===== src/rtl/edt_pkg.sv =====
package edt_pkg;

	////////////////////////////////////////////////////////////
	// Widths fixed by the ring polynomial and channel count
	////////////////////////////////////////////////////////////

	// x32 + x27 + x21 + x16 + x10 + x5 + 1
	localparam int RING_W     = 32;
	// Tester channels, one per injection point
	localparam int NUM_INJ    = 5;
	// Scan chains fed by the phase shifter
	localparam int NUM_CHAINS = 8;

	typedef logic [RING_W-1:0]     ring_state_t;
	typedef logic [NUM_INJ-1:0]    inj_t;
	typedef logic [NUM_CHAINS-1:0] chains_t;

	// Phase shifter taps, three ring bits per chain
	// Each chain bit is the XOR of its three ring bits
	localparam int PS_TAPS [NUM_CHAINS][3] = '{
		'{ 0, 11, 23},
		'{ 3, 14, 29},
		'{ 6, 17, 26},
		'{ 9, 20, 31},
		'{ 1, 12, 27},
		'{ 4, 19, 24},
		'{ 7, 15, 30},
		'{10, 22, 28}
	};

	// One beat towards the scan chains
	typedef struct packed {
		logic    en;
		logic    last;
		chains_t data;
	} scan_beat_t;

	// Pattern controller states
	typedef enum logic [1:0] {IDLE, WARMUP, SHIFT} edt_state_t;

endpackage


===== src/rtl/ring_generator.sv =====
`timescale 1ns/1ps

module ring_generator import edt_pkg::*; (
	input  logic        i_clk,
	input  logic        i_rst,
	input  logic        i_clear,
	input  logic        i_advance,
	input  inj_t        i_inj,
	output ring_state_t o_state
);

	ring_state_t ring_q;
	ring_state_t ring_next;

	////////////////////////////////////////////////////////////
	// Next state of the ring
	////////////////////////////////////////////////////////////

	always_comb begin
		// Upper half, injection points on 2, 5, 8, 11, 14
		ring_next[0]  = ring_q[1];
		ring_next[1]  = ring_q[2];
		ring_next[2]  = ring_q[3] ^ i_inj[0];
		ring_next[3]  = ring_q[4];
		ring_next[4]  = ring_q[5];
		ring_next[5]  = ring_q[6] ^ i_inj[1];
		ring_next[6]  = ring_q[7];
		ring_next[7]  = ring_q[8];
		ring_next[8]  = ring_q[9] ^ i_inj[2];
		ring_next[9]  = ring_q[10];
		ring_next[10] = ring_q[11];
		ring_next[11] = ring_q[12] ^ i_inj[3];
		ring_next[12] = ring_q[13];
		ring_next[13] = ring_q[14];
		ring_next[14] = ring_q[15] ^ i_inj[4];
		ring_next[15] = ring_q[16];
		// Lower half, polynomial feedback taps
		ring_next[16] = ring_q[17];
		ring_next[17] = ring_q[18] ^ ring_q[13];
		ring_next[18] = ring_q[19];
		ring_next[19] = ring_q[20];
		ring_next[20] = ring_q[21] ^ ring_q[11];
		ring_next[21] = ring_q[22];
		ring_next[22] = ring_q[23];
		ring_next[23] = ring_q[24] ^ ring_q[8];
		ring_next[24] = ring_q[25];
		ring_next[25] = ring_q[26] ^ ring_q[5];
		ring_next[26] = ring_q[27];
		ring_next[27] = ring_q[28];
		ring_next[28] = ring_q[29] ^ ring_q[2];
		ring_next[29] = ring_q[30];
		ring_next[30] = ring_q[31];
		// Ring closes back onto the top
		ring_next[31] = ring_q[0];
	end

	////////////////////////////////////////////////////////////
	// Ring register
	////////////////////////////////////////////////////////////

	// Clear wins over advance, otherwise hold
	always_ff @(posedge i_clk or posedge i_rst) begin
		if (i_rst) begin
			ring_q <= '0;
		end else if (i_clear) begin
			ring_q <= '0;
		end else if (i_advance) begin
			ring_q <= ring_next;
		end
	end

	assign o_state = ring_q;

endmodule


===== src/rtl/phase_shifter.sv =====
`timescale 1ns/1ps

module phase_shifter import edt_pkg::*; (
	input  logic        i_clk,
	input  logic        i_rst,
	input  ring_state_t i_state,
	input  logic        i_shift,
	input  logic        i_last,
	output scan_beat_t  o_beat
);

	chains_t    ps_bits;
	scan_beat_t beat_q;

	////////////////////////////////////////////////////////////
	// XOR network
	////////////////////////////////////////////////////////////

	// Three ring taps per chain
	always_comb begin
		for (int c = 0; c < NUM_CHAINS; c++) begin
			ps_bits[c] = i_state[PS_TAPS[c][0]]
				^ i_state[PS_TAPS[c][1]]
				^ i_state[PS_TAPS[c][2]];
		end
	end

	////////////////////////////////////////////////////////////
	// Beat register
	////////////////////////////////////////////////////////////

	always_ff @(posedge i_clk or posedge i_rst) begin
		if (i_rst) begin
			beat_q <= '0;
		end else begin
			// Strobes follow the controller one cycle later
			beat_q.en   <= i_shift;
			beat_q.last <= i_shift & i_last;
			// Chains stay quiet outside of shift
			if (i_shift) begin
				beat_q.data <= ps_bits;
			end
		end
	end

	assign o_beat = beat_q;

endmodule


===== src/rtl/edt_controller.sv =====
`timescale 1ns/1ps

module edt_controller import edt_pkg::*; #(
	parameter int WARMUP_CYCLES = 6,
	parameter int CHAIN_LEN     = 16
) (
	input  logic i_clk,
	input  logic i_rst,
	input  logic i_start,
	output logic o_clear,
	output logic o_advance,
	output logic o_shift,
	output logic o_last,
	output logic o_busy
);

	// Counter sized for the longer of the two phases
	localparam int MAX_CNT = (WARMUP_CYCLES > CHAIN_LEN) ? WARMUP_CYCLES : CHAIN_LEN;
	localparam int CNT_W   = (MAX_CNT > 1) ? $clog2(MAX_CNT) : 1;

	typedef logic [CNT_W-1:0] cnt_t;

	localparam cnt_t WARMUP_LOAD = cnt_t'(WARMUP_CYCLES - 1);
	localparam cnt_t SHIFT_LOAD  = cnt_t'(CHAIN_LEN - 1);

	edt_state_t state_q;
	cnt_t       cnt_q;
	logic       start_ok;
	logic       cnt_done;

	////////////////////////////////////////////////////////////
	// Decode
	////////////////////////////////////////////////////////////

	// Start only honoured while idle
	assign start_ok = (state_q == IDLE) && i_start;
	assign cnt_done = (cnt_q == '0);

	////////////////////////////////////////////////////////////
	// State and counter
	////////////////////////////////////////////////////////////

	always_ff @(posedge i_clk or posedge i_rst) begin
		if (i_rst) begin
			state_q <= IDLE;
			cnt_q   <= '0;
		end else begin
			case (state_q)
				IDLE: begin
					if (start_ok) begin
						state_q <= WARMUP;
						cnt_q   <= WARMUP_LOAD;
					end
				end
				WARMUP: begin
					// Seed the ring, then reload for shift
					if (cnt_done) begin
						state_q <= SHIFT;
						cnt_q   <= SHIFT_LOAD;
					end else begin
						cnt_q <= cnt_q - 1'b1;
					end
				end
				SHIFT: begin
					// Back to idle on the final beat
					if (cnt_done) begin
						state_q <= IDLE;
					end else begin
						cnt_q <= cnt_q - 1'b1;
					end
				end
				default: begin
					state_q <= IDLE;
					cnt_q   <= '0;
				end
			endcase
		end
	end

	////////////////////////////////////////////////////////////
	// Outputs
	////////////////////////////////////////////////////////////

	// Clear lands on the start edge itself
	assign o_clear   = start_ok;
	assign o_advance = (state_q == WARMUP) || (state_q == SHIFT);
	assign o_shift   = (state_q == SHIFT);
	assign o_last    = (state_q == SHIFT) && cnt_done;
	// High from start edge until last beat shows
	assign o_busy    = (state_q != IDLE);

endmodule


===== src/rtl/edt_decompressor.sv =====
`timescale 1ns/1ps

module edt_decompressor import edt_pkg::*; #(
	parameter int WARMUP_CYCLES = 6,
	parameter int CHAIN_LEN     = 16
) (
	input  logic       i_clk,
	input  logic       i_rst,
	input  logic       i_start,
	input  inj_t       i_inj,
	output scan_beat_t o_scan,
	output logic       o_busy
);

	logic        ring_clear;
	logic        ring_advance;
	logic        shift_pending;
	logic        last_pending;
	ring_state_t ring_state;

	// Pattern sequencing
	edt_controller #(
		.WARMUP_CYCLES (WARMUP_CYCLES),
		.CHAIN_LEN     (CHAIN_LEN)
	) u_ctrl (
		.i_clk     (i_clk),
		.i_rst     (i_rst),
		.i_start   (i_start),
		.o_clear   (ring_clear),
		.o_advance (ring_advance),
		.o_shift   (shift_pending),
		.o_last    (last_pending),
		.o_busy    (o_busy)
	);

	// Channel bits folded into the ring
	ring_generator u_ring (
		.i_clk     (i_clk),
		.i_rst     (i_rst),
		.i_clear   (ring_clear),
		.i_advance (ring_advance),
		.i_inj     (i_inj),
		.o_state   (ring_state)
	);

	// Ring state spread over the chains
	phase_shifter u_ps (
		.i_clk   (i_clk),
		.i_rst   (i_rst),
		.i_state (ring_state),
		.i_shift (shift_pending),
		.i_last  (last_pending),
		.o_beat  (o_scan)
	);

endmodule


===== config.mk =====
export PLATFORM = sky130hd
export DESIGN_NAME = edt_decompressor
export DESIGN_NICKNAME = d
export VERILOG_FILES = /design/src/rtl/edt_pkg.sv /design/src/rtl/ring_generator.sv /design/src/rtl/phase_shifter.sv /design/src/rtl/edt_controller.sv /design/src/rtl/edt_decompressor.sv
export SDC_FILE = /design/constraint.sdc
export NUM_CORES = 1
export LEC_CHECK = 0
export BUFFER_PORTS_ARGS = -buffer_cell sky130_fd_sc_hd__buf_2
export CAP_MARGIN = 20
export CORE_AREA = 2 2 89 69
export DETAILED_ROUTE_END_ITERATION = 6
export DIE_AREA = 0 0 91 71
export GPL_TIMING_DRIVEN = 0
export PLACE_DENSITY_LB_ADDON = 0.3
export SKIP_CTS_REPAIR_TIMING = 1
export SLEW_MARGIN = 10
export SYNTH_ARGS = -nofsm -noshare
export SYNTH_HDL_FRONTEND = slang
export SYNTH_SLANG_ARGS = --single-unit

===== constraint.sdc =====
create_clock -name i_clk -period 2.03 [get_ports i_clk]
set_input_delay 0.609 -clock i_clk [delete_from_list [all_inputs] [get_ports i_clk]]
set_output_delay 0.609 -clock i_clk [all_outputs]
set_load 0.01 [all_outputs]

* Word level (Yosys, flattened, before mapping) *
Index checks and enable logic that the tools add are counted.

storage, ports and cells
  register bits = 48
  bits in latches = 0
  RAM bits = 0
  memory bits (read-only) = 0
  input bits = 8
  output and inout port bits = 11
  logic and storage cells = 59
  memories kept = 0

cells by class
  add/subtract/negate cells = 1
  multipliers = 0
  div/mod/pow operators = 0
  $lt $le $gt $ge = 0
  eq/ne operators = 6
  shift operators = 0
  multiplexer cells = 10
  bitwise gates (word level) = 27
  reductions and logical operators = 9

operators by type and width
  kind                                               number
  two-way mux 32 bit                                 2
  bitwise XOR 1 bit                                  26
  two-way mux 4 bit                                  3
  case mux 4 bit (3 select lines)                    1
  two-way mux 2 bit                                  3
  != test 2 bit (second input constant)              3
  case mux 2 bit (3 select lines)                    1
  zero test 4 bit                                    1
  nonzero test 2 bit                                 2
  subtractor 4 x 1 -> 4 bit (second input constant)  1
  AND reduction 3 bit                                1
  == test 2 x 1 -> 1 bit (second input constant)     1
  == test 2 bit (second input constant)              1
  logical AND 1 bit                                  2
  zero test 2 bit                                    1
  != test 2 x 1 -> 1 bit (second input constant)     1
  AND reduction 2 bit                                1
  bitwise AND 1 bit                                  1
  logical OR 1 bit                                   1

* Depth between registers and ports, before layout *
Gate-level depths: netlist of run 1.

  depth after elaboration = 4
  mapped depth = 6
  mapped depth without buffers = 5

* Modules after synthesis *
From an unflattened synthesis of run 1, not the netlist that was laid out.

unflattened totals
  cells, all modules = 189
  area total of the unflattened synthesis = 2,456.1 um^2

modules (own cells, without submodules)
  module          instances  cells an instance  area each (um^2)  seq. area each (um^2)
  ring_generator  1          115                1,443.9           800.8
  phase_shifter   1          29                 545.5             250.2
  edt_controller  1          45                 466.7             150.1

* Worst setup path after synthesis of run 1 *
No wires, ideal clock.

  kind = register to register
  start point = reg u_ctrl.state_q[0]
  end point = reg u_ctrl.cnt_q[0]
  library setup time = 0.123 ns
  arrival = 1.357 ns
  required time = 1.907 ns
  slack = 0.550 ns
  stages on the path, launching flop included = 7
  path buffers = 1
  clock period less this slack = 1.480 ns
  cell sequence = dfrtp_1 -> inv_1 -> ha_1 -> buf_6 -> or2_4 -> a211oi_1 -> o2bb2ai_1

between the ends
  elaborated cells on any way between the ends = 8
  those cells by class = eq/ne (4); mux (1); reduce/logical (3)

RTL lines
  element                               RTL line                text
  start, declared                       edt_controller.sv:26    edt_state_t state_q;
  start signal, assigned                edt_controller.sv:45    state_q <= IDLE;
  start signal, assigned                edt_controller.sv:51    state_q <= WARMUP;
  start signal, assigned                edt_controller.sv:58    state_q <= SHIFT;
  == test 2 bit *                       n/a
  via shift_pending                     edt_decompressor.sv:17  logic shift_pending;
  != test 2 bit (no source line)        n/a
  AND reduction 2 bit (no source line)  n/a
  end signal, assigned                  edt_controller.sv:61    cnt_q <= cnt_q - 1'b1;
  end signal, assigned                  edt_controller.sv:69    cnt_q <= cnt_q - 1'b1;
  end, declared                         edt_controller.sv:27    cnt_t cnt_q;

Mark *: on every way through the listed nets, which the timed path passes. The rest lies on a longest branch.
A chain may end at the register's enable or synchronous reset.

* Worst setup path after layout of run 1 *
  start point = reg u_ctrl.state_q[0]
  end point = out o_busy

between the ends
  word-level cells in the longest chain between the ends = 1

ends and longest elaborated chain
  element             RTL line                text
  nonzero test 2 bit  edt_controller.sv:90    assign o_busy = (state_q != IDLE);
  end, declared       edt_decompressor.sv:12  output logic o_busy

No other way between the ends.

==> results of run 1 <==
==> placed cells by master (no fill, tap or decap), types with 2 or more instances in the layout <==
cell type	Yosys	routed
mux2_2	8	8
a21oi_1	2	2
xnor2_1	16	16
xor2_1	10	10
o211ai_1	2	2
ha_1	6	5
inv_1	10	9
nand2_1	2	2
dfrtp_1	48	48
clkbuf_8	0	6
buf_2	6	24
a22o_1	32	32
nand2b_1	2	2
nor2_1	2	2
==> layout make-up <==
type / count / area share (%)
well taps: 78 / 3.935
clock inverters: 2 / 0.5550
multi-input cells: 102 / 36.13
repair buffers: 19 / 4.440
inverters: 10 / 1.514
flip-flops and latches: 48 / 48.44
clock buffers: 6 / 3.330
plain buffers: 7 / 1.665
==> Yosys cell counts <==
cell type  count  area, sq um
a211oi_1       1        7.510
a21boi_2       1        11.26
a21oi_1        2        10.01
a21oi_2        1        8.760
a22o_1        32        280.3
a31oi_1        1        6.260
and4bb_2       1        12.51
buf_2          6        30.03
buf_6          1        11.26
dfrtp_1       48         1201
ha_1           6        75.07
inv_1         10        37.54
mux2_1         1        11.26
mux2_2         8        90.09
mux2i_1        1        10.01
nand2_1        2        7.510
nand2b_1       2        12.51
nand3_1        1        5.000
nand4_1        1        6.260
nand4bb_1      1        11.26
nor2_1         2        7.510
nor2b_1        1        6.260
nor3b_2        1        12.51
nor4_1         1        6.260
o211ai_1       2        15.01
o21ai_0        1        5.000
o21ai_1        1        5.000
o22ai_1        1        6.260
o2bb2ai_1      1        8.760
o311a_1        1        10.01
o31a_1         1        8.760
or2_4          1        8.760
xnor2_1       16        140.1
xor2_1        10        87.58
==> flip-flops by register name, summed over array words and instances (netlist names) <==
register        cells
u_ring.o_state     32
u_ps.o_beat        10
u_ctrl.cnt_q        4
u_ctrl.state_q      2
==> power breakdown <==
group | internal, mW | switching [mW] | leakage (nW)
clock | 0.279 | 0.311 | 0.0516
sequential | 1.34 | 0.357 | 0.634
combinational | 0.912 | 0.894 | 0.521
==> kinds of logic (layout without fill, tap and decap cells) <==
family / after synthesis / in the layout / synth area share (%)
DFF: 48 / 48 / 55.27
AOI/OAI and AO/OA: 46 / 46 / 17.62
adders and majority gates: 6 / 6 / 3.454
xor gates and xnor gates: 26 / 26 / 10.48
and+or+nand+nor: 14 / 14 / 4.433
buffers and inverters: 17 / 44 / 3.627
muxes: 10 / 10 / 5.124
==> how the worst max path moves through the flow <==
stage | from | end | slack [ns] | depth (start not counted)
3_3_place_gp | i_rst | u_ring.o_state[28] | -0.37 | 2
3_5_place_dp | u_ctrl.state_q[0] | u_ctrl.state_q[0] | 0.36 | 5
2_1_floorplan | i_rst | u_ctrl.cnt_q[0] | 0.28 | 1
6_report | u_ctrl.state_q[0] | o_busy | 0.13 | 4
5_1_grt | u_ctrl.state_q[0] | o_busy | 0.05 | 4
4_1_cts | u_ctrl.state_q[0] | o_busy | 0.03 | 4
==> metal layers <==
| layer | global-route usage, % | wire [microns] | part of all wire [%] | vias up |
|---|---|---|---|---|
| met5 | 0 | 0 | 0 | - |
| li1 | - | - | - | 651 |
| met3 | 2.982 | 141 | 3.6 | 2 |
| met4 | 4.545 | 36 | 0.93 | 0 |
| met1 | 21.17 | 2148 | 56 | 654 |
| met2 | 19.34 | 1541 | 40 | 24 |
==> metrics by stage <==
| step | instance area [sq um] | util (%) | instances | setup WS (ns) |
|---|---|---|---|---|
| after floorplan | 2173 | - | 167 | 0.2765 |
| after global placement | 2361 | 41.82 | 263 | -0.3699 |
| after detailed placement | 2381 | 42.18 | 264 | 0.3609 |
| after CTS | 2477 | 43.88 | 272 | 0.03268 |
| after global routing | 2480 | 43.93 | 272 | 0.04992 |
| final | 2480 | 43.93 | 272 | 0.1288 |
==> worst register-to-register path: stages, from the launching register on <==
cell and delay, ns:
dfrtp_1 0.40, inv_1 0.09, ha_1 0.28, buf_6 0.18
or2_4 0.27, a211oi_1 0.23, o2bb2ai_1 0.08
==> impl_metrics.env, run 1 <==
export IMPL_grt_pass1_vias=1432
export IMPL_r2r_start="u_ctrl.state_q[0]"
export IMPL_cp_end_kind="primary output"
export IMPL_status="complete, no violations"
export IMPL_htreeDepth=2
export IMPL_multiInputGateArea_sq_um=895.9
export IMPL_antenna_cells=0
export IMPL_io_buffer_count=18
export IMPL_crit_type="register to primary output"
export IMPL_finalPower_mw=4.088
export IMPL_grt_total_usage_pct=13.79
export IMPL_num_rows=24
export IMPL_overflow=0
export IMPL_cts_root_buf="clkbuf_8"
export IMPL_dpl_hpwl_microns=2797
export IMPL_start_kind="register"
export IMPL_crit_family="flip-flops"
export IMPL_maxSlewHeadroom_pct=65.65
export IMPL_core_area_sq_um=5645
export IMPL_cts_buffers_inserted=5
export IMPL_rr_worst_depth=6
export IMPL_clockBufferDepth=2
export IMPL_r2r_end="u_ctrl.cnt_q[0]"
export IMPL_netlist_area_sq_um=2173
export IMPL_grt_antenna_before_repair=0
export IMPL_power_leakage_nw=1.207
export IMPL_power_density_nw_per_um2=1649
export IMPL_synth_area_per_cell_sq_um=13.01
export IMPL_rsz0062_at_grt="false"
export IMPL_hold_viol=0
export IMPL_hp_class="input port to async pin"
export IMPL_crit_chain="inv_1, ha_2, inv_1, buf_2"
export IMPL_crit_fanout=7
export IMPL_pin_count=19
export IMPL_setup_viol=0
export IMPL_cts_tree="done"
export IMPL_cp_num_buf_inv=3
export IMPL_hold_worst_slack_ns=0.3410
export IMPL_register_area_sq_um=1201
export IMPL_grt_max_degree=26
export IMPL_via_per_inst=4.893
export IMPL_synthCells=167
export IMPL_crit_path_max_incr_delay_ns=0.42
export IMPL_period_share_pct=93.65
export IMPL_wl_microns=3867
export IMPL_rrSetupSlack_ns=0.38
export IMPL_dieHeight_microns=71
export IMPL_ir_drop_v=0.0005620
export IMPL_crit_required_ns=1.42
export IMPL_wl_per_cell_microns=14.22
export IMPL_dr_pass1_iters=4
export IMPL_ant_nets=0
export IMPL_grt_pass1_wl_microns=7107
export IMPL_min_period_ns=1.901
export IMPL_vias=1331
export IMPL_ys_seq_elements=48
export IMPL_die_x_microns=91
export IMPL_fmax_mhz=526.0
export IMPL_max_slew_worst_pin_slew_ns=0.5145
export IMPL_drive_above_1_share_pct=25.26
export IMPL_n_fill_cell=546
export IMPL_areaGrowthSynthToFinish_pct=14.10
export IMPL_critPathArrivalTime_ns=1.29
export IMPL_worst_path_most_repeated_cell="inv_1"
export IMPL_finClkSkew_ns=0.005724
export IMPL_numClockSinks=48
export IMPL_clock_latency_ns=0.29
export IMPL_syn_num_nets=181
export IMPL_initial_core_util_pct=38.50
export IMPL_setup_tns_ns=0
export IMPL_place_gp_congestion=0.8010
export IMPL_finalNetCount=207
export IMPL_synth_warning_count=0
export IMPL_drcViolationCount=0
export IMPL_synth_cell_types=34
export IMPL_slew_viol_final=0
export IMPL_clk_pin_slew_ns=0.08
export IMPL_dieArea_sq_um=6461
export IMPL_ys_seq_area_share_pct=55.27
export IMPL_cp_slowest_cell="dfrtp_1"
export IMPL_dr_first_iter_drc_count=61
export IMPL_maxCapViolations=0
Power figures use the tool's default switching activity.
==> run 2, diff against run 1 <==
--- a/config.mk
+++ b/config.mk
@@ -11,7 +11,7 @@
 export DETAILED_ROUTE_END_ITERATION = 6
 export DIE_AREA = 0 0 91 71
 export GPL_TIMING_DRIVEN = 0
-export PLACE_DENSITY_LB_ADDON = 0.3
+export PLACE_DENSITY = 0.65
 export SKIP_CTS_REPAIR_TIMING = 1
 export SLEW_MARGIN = 10
 export SYNTH_ARGS = -nofsm -noshare
==> run 2 against run 1 <==
  * Die area stayed put
  * Critical endpoint unchanged
  * Largest power group unchanged
  * Core utilization is 0.13 points higher
  * Fmax is 0.21% higher
  * Critical path depth stayed put
  * Setup slack better by 0.0041 ns
  * Register-to-register slack worse by 0.02 ns
  * Power is 0.20% higher
  * Non-clock buffer count stayed put
  * Sequential power hardly changed
  * Flip-flop and latch count stayed put
==> impl_metrics.env, run 2 (same netlist as run 1, synthesis figures left out) <==
export IMPL_critPathArrivalTime_ns=1.29
export IMPL_power_density_nw_per_um2=1647
export IMPL_clk_pin_slew_ns=0.09
export IMPL_dieArea_sq_um=6461
export IMPL_crit_fanout=7
export IMPL_final_common_cell="dfrtp_1"
export IMPL_period_share_pct=93.45
export IMPL_io_buffer_count=18
export IMPL_fin_area_sq_um=2487
export IMPL_hp_class="input port to async pin"
export IMPL_overflow=0
export IMPL_setup_ws_ns=0.1329
export IMPL_crit_type="register to primary output"
export IMPL_numClockSinks=48
export IMPL_pin_count=19
export IMPL_max_slew_worst_pin_slew_ns=0.3079
export IMPL_dr_first_iter_drc_count=74
export IMPL_dpl_cell_area_sq_um=2381
export IMPL_rsz0062_at_grt="false"
export IMPL_antenna_cells=0
export IMPL_core_area_sq_um=5645
export IMPL_dpl_cell_count=264
export IMPL_dpl_hpwl_microns=2747
export IMPL_layout_common_cells="dfrtp_1 (48), a22o_1 (32), buf_2 (24), xnor2_1 (16), xor2_1 (10)"
export IMPL_num_rows=24
export IMPL_crit_path_max_incr_delay_ns=0.43
export IMPL_start_kind="register"
export IMPL_ir_drop_v=0.0004964
export IMPL_r2r_start="u_ctrl.state_q[0]"
export IMPL_cp_end_kind="primary output"
export IMPL_areaGrowthSynthToFinish_pct=14.45
export IMPL_slew_viol_final=0
export IMPL_die_x_microns=91
export IMPL_cts_tree="done"
export IMPL_ant_nets=0
export IMPL_crit_chain="inv_1, ha_4, inv_1, buf_2"
export IMPL_cp_slowest_cell="dfrtp_1"
export IMPL_rrSetupSlack_ns=0.36
export IMPL_worst_path_most_repeated_cell="inv_1"
export IMPL_finalNonFillerCells=272
export IMPL_wl_microns=3933
export IMPL_largest_reg_flops=32
export IMPL_setup_viol=0
export IMPL_grt_pass1_wl_microns=6810
export IMPL_min_period_ns=1.897
export IMPL_maxCapViolations=0
export IMPL_dr_pass1_iters=4
export IMPL_power_leakage_nw=1.202
export IMPL_initial_core_util_pct=38.50
export IMPL_clockBufferDepth=2
export IMPL_hold_viol=0
export IMPL_via_per_inst=4.967
export IMPL_maxSlewHeadroom_pct=79.33
export IMPL_grt_antenna_before_repair=0
export IMPL_htreeDepth=2
export IMPL_wl_per_cell_microns=14.46
export IMPL_finalNetCount=207
export IMPL_drive_above_1_share_pct=24.74
export IMPL_grt_pass1_vias=1385
export IMPL_final_util_pct=44.06
export IMPL_status="complete, no violations"
export IMPL_fmax_mhz=527.1
export IMPL_finClkSkew_ns=0.01474
export IMPL_clock_latency_ns=0.30
export IMPL_place_gp_congestion=0.7457
export IMPL_drcViolationCount=0
export IMPL_cts_root_buf="clkbuf_8"
export IMPL_n_fill_cell=560
export IMPL_startpoint="u_ctrl.state_q[0]"
export IMPL_grt_max_degree=39
export IMPL_vias=1351
export IMPL_pre_cts_ws_ns=0.3334
export IMPL_cts_buffers_inserted=5
export IMPL_dieHeight_microns=71
export IMPL_grt_total_usage_pct=13.46
export IMPL_crit_required_ns=1.42
-- run 2: changes by cell type in the layout (fill, tap and decap cells not counted), sizes merged --
cell and delta:
clkinvlp +1, inv -1, clkbuf +1, clkinv -1
-- run 2: worst max-delay path, delay by kind of cell (launching register included) --
family | cells | cell delay (ns)
adder cells (fa/ha/maj) | 1 | 0.21
buffers and inverters | 3 | 0.34
flip-flops | 1 | 0.43
-- run 2: final cells by class --
type | instances | area [sq um] | area share [%]
clock buffers | 7 | 86.33 | 3.471
clock inverters | 1 | 7.507 | 0.3018
inverters | 10 | 37.54 | 1.509
plain buffers | 7 | 41.29 | 1.660
well taps | 78 | 97.59 | 3.924
flip-flops and latches | 48 | 1201 | 48.29
multi-input cells | 102 | 905.9 | 36.42
repair buffers | 19 | 110.1 | 4.427
-- run 2: path summary, 6_finish.rpt --
check,endpoint,depth (start not counted)
max in group asynchronous,u_ring.o_state[27],3
hold / removal,u_ctrl.state_q[0],2
setup / recovery,o_busy,4
setup reg to reg,u_ctrl.cnt_q[0],6
min in group i_clk,u_ring.o_state[24],1
hold reg to reg,u_ring.o_state[24],1
-- run 2: through the flow --
step / power, mW / setup TNS (ns) / hold slack [ns]
3_5_place_dp: 3.507 / 0 / 0.4854
6_report: 4.096 / 0 / 0.2158
4_1_cts: 4.113 / -0.01688 / 0.2158
5_1_grt: 4.432 / 0 / 0.2308
2_1_floorplan: 3.044 / 0 / 0.4662
3_3_place_gp: 3.473 / -17.14 / 0.4788
-- run 2: routing by layer --
metal  global-route usage, %  share of wire, %  routed length, microns  up-vias
met1                   20.66                56                    2204      676
met4                   5.051               1.2                      47        0
li1                        -                 -                       -      652
met2                   18.02                39                    1551       19
met5                       0                 0                       0        -
met3                   3.621               3.3                     128        4
-- run 2: where the power goes --
part / internal [mW] / total, mW / switching, mW / leakage [nW]
sequential: 1.34 / 1.69 / 0.351 / 0.634
combinational: 0.928 / 1.82 / 0.893 / 0.523
clock: 0.277 / 0.589 / 0.311 / 0.0445
total: 2.54 / 4.10 / 1.56 / 1.20
==> run 3, diff against run 2 <==
--- a/config.mk
+++ b/config.mk
@@ -11,8 +11,7 @@
 export DETAILED_ROUTE_END_ITERATION = 6
 export DIE_AREA = 0 0 91 71
 export GPL_TIMING_DRIVEN = 0
-export PLACE_DENSITY = 0.65
-export SKIP_CTS_REPAIR_TIMING = 1
+export PLACE_DENSITY = 0.56
 export SLEW_MARGIN = 10
 export SYNTH_ARGS = -nofsm -noshare
 export SYNTH_HDL_FRONTEND = slang
==> run 3 against run 2 <==
  * Die area unchanged
  * Critical path depth unchanged
  * Core utilization down 0.24 points
  * Global-route usage up 0.97 points
  * Routed wire length up 6.4%
  * Clock-buffer cell count up 1
  * Combinational power about the same
  * Via count up 3.1%
  * Critical endpoint unchanged
==> impl_metrics.env, run 3 (same netlist as run 1, synthesis figures left out) <==
export IMPL_ctsResizeCount=0
export IMPL_maxSlewHeadroom_pct=65.75
export IMPL_dr_pass1_iters=4
export IMPL_pin_count=19
export IMPL_critPathArrivalTime_ns=1.30
export IMPL_cts_hold_buf=0
export IMPL_cts_buffers_inserted=5
export IMPL_wl_per_cell_microns=15.38
export IMPL_hold_viol=0
export IMPL_clockBufferDepth=2
export IMPL_wl_met1_microns=2120
export IMPL_cts_root_buf="clkbuf_8"
export IMPL_worst_path_most_repeated_cell="inv_1"
export IMPL_rsz0062_at_grt="false"
export IMPL_grt_total_usage_pct=14.43
export IMPL_cp_end_kind="primary output"
export IMPL_crit_chain="inv_1, ha_2, inv_1, buf_2"
export IMPL_cp_slowest_cell="dfrtp_1"
export IMPL_crit_path_max_incr_delay_ns=0.42
export IMPL_wl_microns=4184
export IMPL_hp_class="input port to async pin"
export IMPL_power_leakage_nw=1.201
export IMPL_maxCapViolations=0
export IMPL_wl_met3_microns=156
export IMPL_antenna_cells=0
export IMPL_drive_above_1_share_pct=24.23
export IMPL_slew_viol_final=0
export IMPL_top_layer="met4"
export IMPL_crit_type="register to primary output"
export IMPL_start_kind="register"
export IMPL_grt_pass1_vias=1425
export IMPL_htreeDepth=2
export IMPL_min_period_ns=1.912
export IMPL_layout_common_cells="dfrtp_1 (48), a22o_1 (32), buf_2 (24), xnor2_1 (16), xor2_1 (10)"
export IMPL_drcViolationCount=0
export IMPL_crit_required_ns=1.42
export IMPL_period_share_pct=94.19
export IMPL_clk_pin_slew_ns=0.09
export IMPL_areaGrowthSynthToFinish_pct=13.82
export IMPL_num_rows=24
export IMPL_initial_core_util_pct=38.50
export IMPL_io_buffer_count=18
export IMPL_core_area_sq_um=5645
export IMPL_numClockSinks=48
export IMPL_die_x_microns=91
export IMPL_cts_setup_buffers=0
export IMPL_vias=1393
export IMPL_ant_nets=0
export IMPL_power_density_nw_per_um2=1660
export IMPL_n_fill_cell=544
export IMPL_grt_pass1_wl_microns=7396
export IMPL_fmax_mhz=523.0
export IMPL_largest_reg_flops=32
export IMPL_wl_met2_microns=1876
export IMPL_final_common_cell="dfrtp_1"
export IMPL_status="complete, no violations"
export IMPL_grt_max_degree=27
export IMPL_finClkSkew_ns=0.01028
export IMPL_dr_first_iter_drc_count=49
export IMPL_dieHeight_microns=71
export IMPL_final_util_pct=43.82
export IMPL_crit_fanout=7
export IMPL_dieArea_sq_um=6461
export IMPL_ir_drop_v=0.0005319
export IMPL_place_gp_congestion=0.8421
export IMPL_finalNetCount=207
export IMPL_cts_tree="done"
export IMPL_grt_antenna_before_repair=0
export IMPL_setup_viol=0
export IMPL_via_per_inst=5.121
export IMPL_overflow=0
export IMPL_dpl_hpwl_microns=3010
export IMPL_pre_cts_ws_ns=0.3695
export IMPL_max_slew_worst_pin_slew_ns=0.5130
export IMPL_clock_latency_ns=0.30
export IMPL_setup_ws_ns=0.1179
[run 3: cell types whose count changed in the layout (fill, tap and decap cells not counted), sizes merged]
cell,delta
clkinvlp,-1
clkbuf,+1
[run 3: worst max-delay path: cells and delay by family (launching register included)]
| kind | cells | cell delay (ns) |
|---|---|---|
| DFF | 1 | 0.42 |
| adders and majority gates | 1 | 0.28 |
| buffers and inverters | 3 | 0.30 |
[run 3: where the power goes]
part	switching [mW]	total (mW)	internal (mW)
clock	0.301	0.579	0.278
sequential	0.353	1.69	1.34
combinational	0.926	1.84	0.912
total	1.58	4.11	2.53
[run 3: final timing paths]
| check | start | cells past startpoint | slack, ns | to |
|---|---|---|---|---|
| hold / removal | i_rst | 2 | 0.33 | u_ctrl.cnt_q[0] |
| hold reg to reg | u_ps.o_beat[2] | 1 | 0.50 | u_ps.o_beat[2] |
| max in group asynchronous | i_rst | 3 | 1.17 | u_ring.o_state[29] |
| min in group i_clk | u_ps.o_beat[2] | 1 | 0.50 | u_ps.o_beat[2] |
| setup / recovery | u_ctrl.state_q[0] | 4 | 0.12 | o_busy |
| setup reg to reg | u_ctrl.state_q[0] | 6 | 0.30 | u_ctrl.cnt_q[0] |
[run 3: cell type report]
class	instances	area, sq um	area share [%]
plain buffers	7	41.29	1.669
clock buffers	8	90.09	3.642
inverters	10	37.54	1.517
multi-input cells	102	895.9	36.22
flip-flops and latches	48	1201	48.56
well taps	78	97.59	3.945
repair buffers	19	110.1	4.451
[run 3: metrics by stage]
step                      total power, mW  TNS [ns]  hold slack, ns  cells  instance area, sq um
final                               4.107         0          0.3346    272                  2474
after CTS                           4.144         0          0.3485    272                  2471
after global routing                4.466         0          0.3747    272                  2474
after global placement              3.472    -12.57          0.4748    263                  2361
after floorplan                     3.044         0          0.4662    167                  2173
after detailed placement            3.550         0          0.4865    264                  2381
[run 3: per-layer routing]
| layer | global-route usage (%) | vias to the layer above |
|---|---|---|
| li1 | - | 652 |
| met1 | 21.78 | 706 |
| met2 | 20.99 | 31 |
| met3 | 4.153 | 4 |
| met4 | 2.525 | 0 |
| met5 | 0 | - |
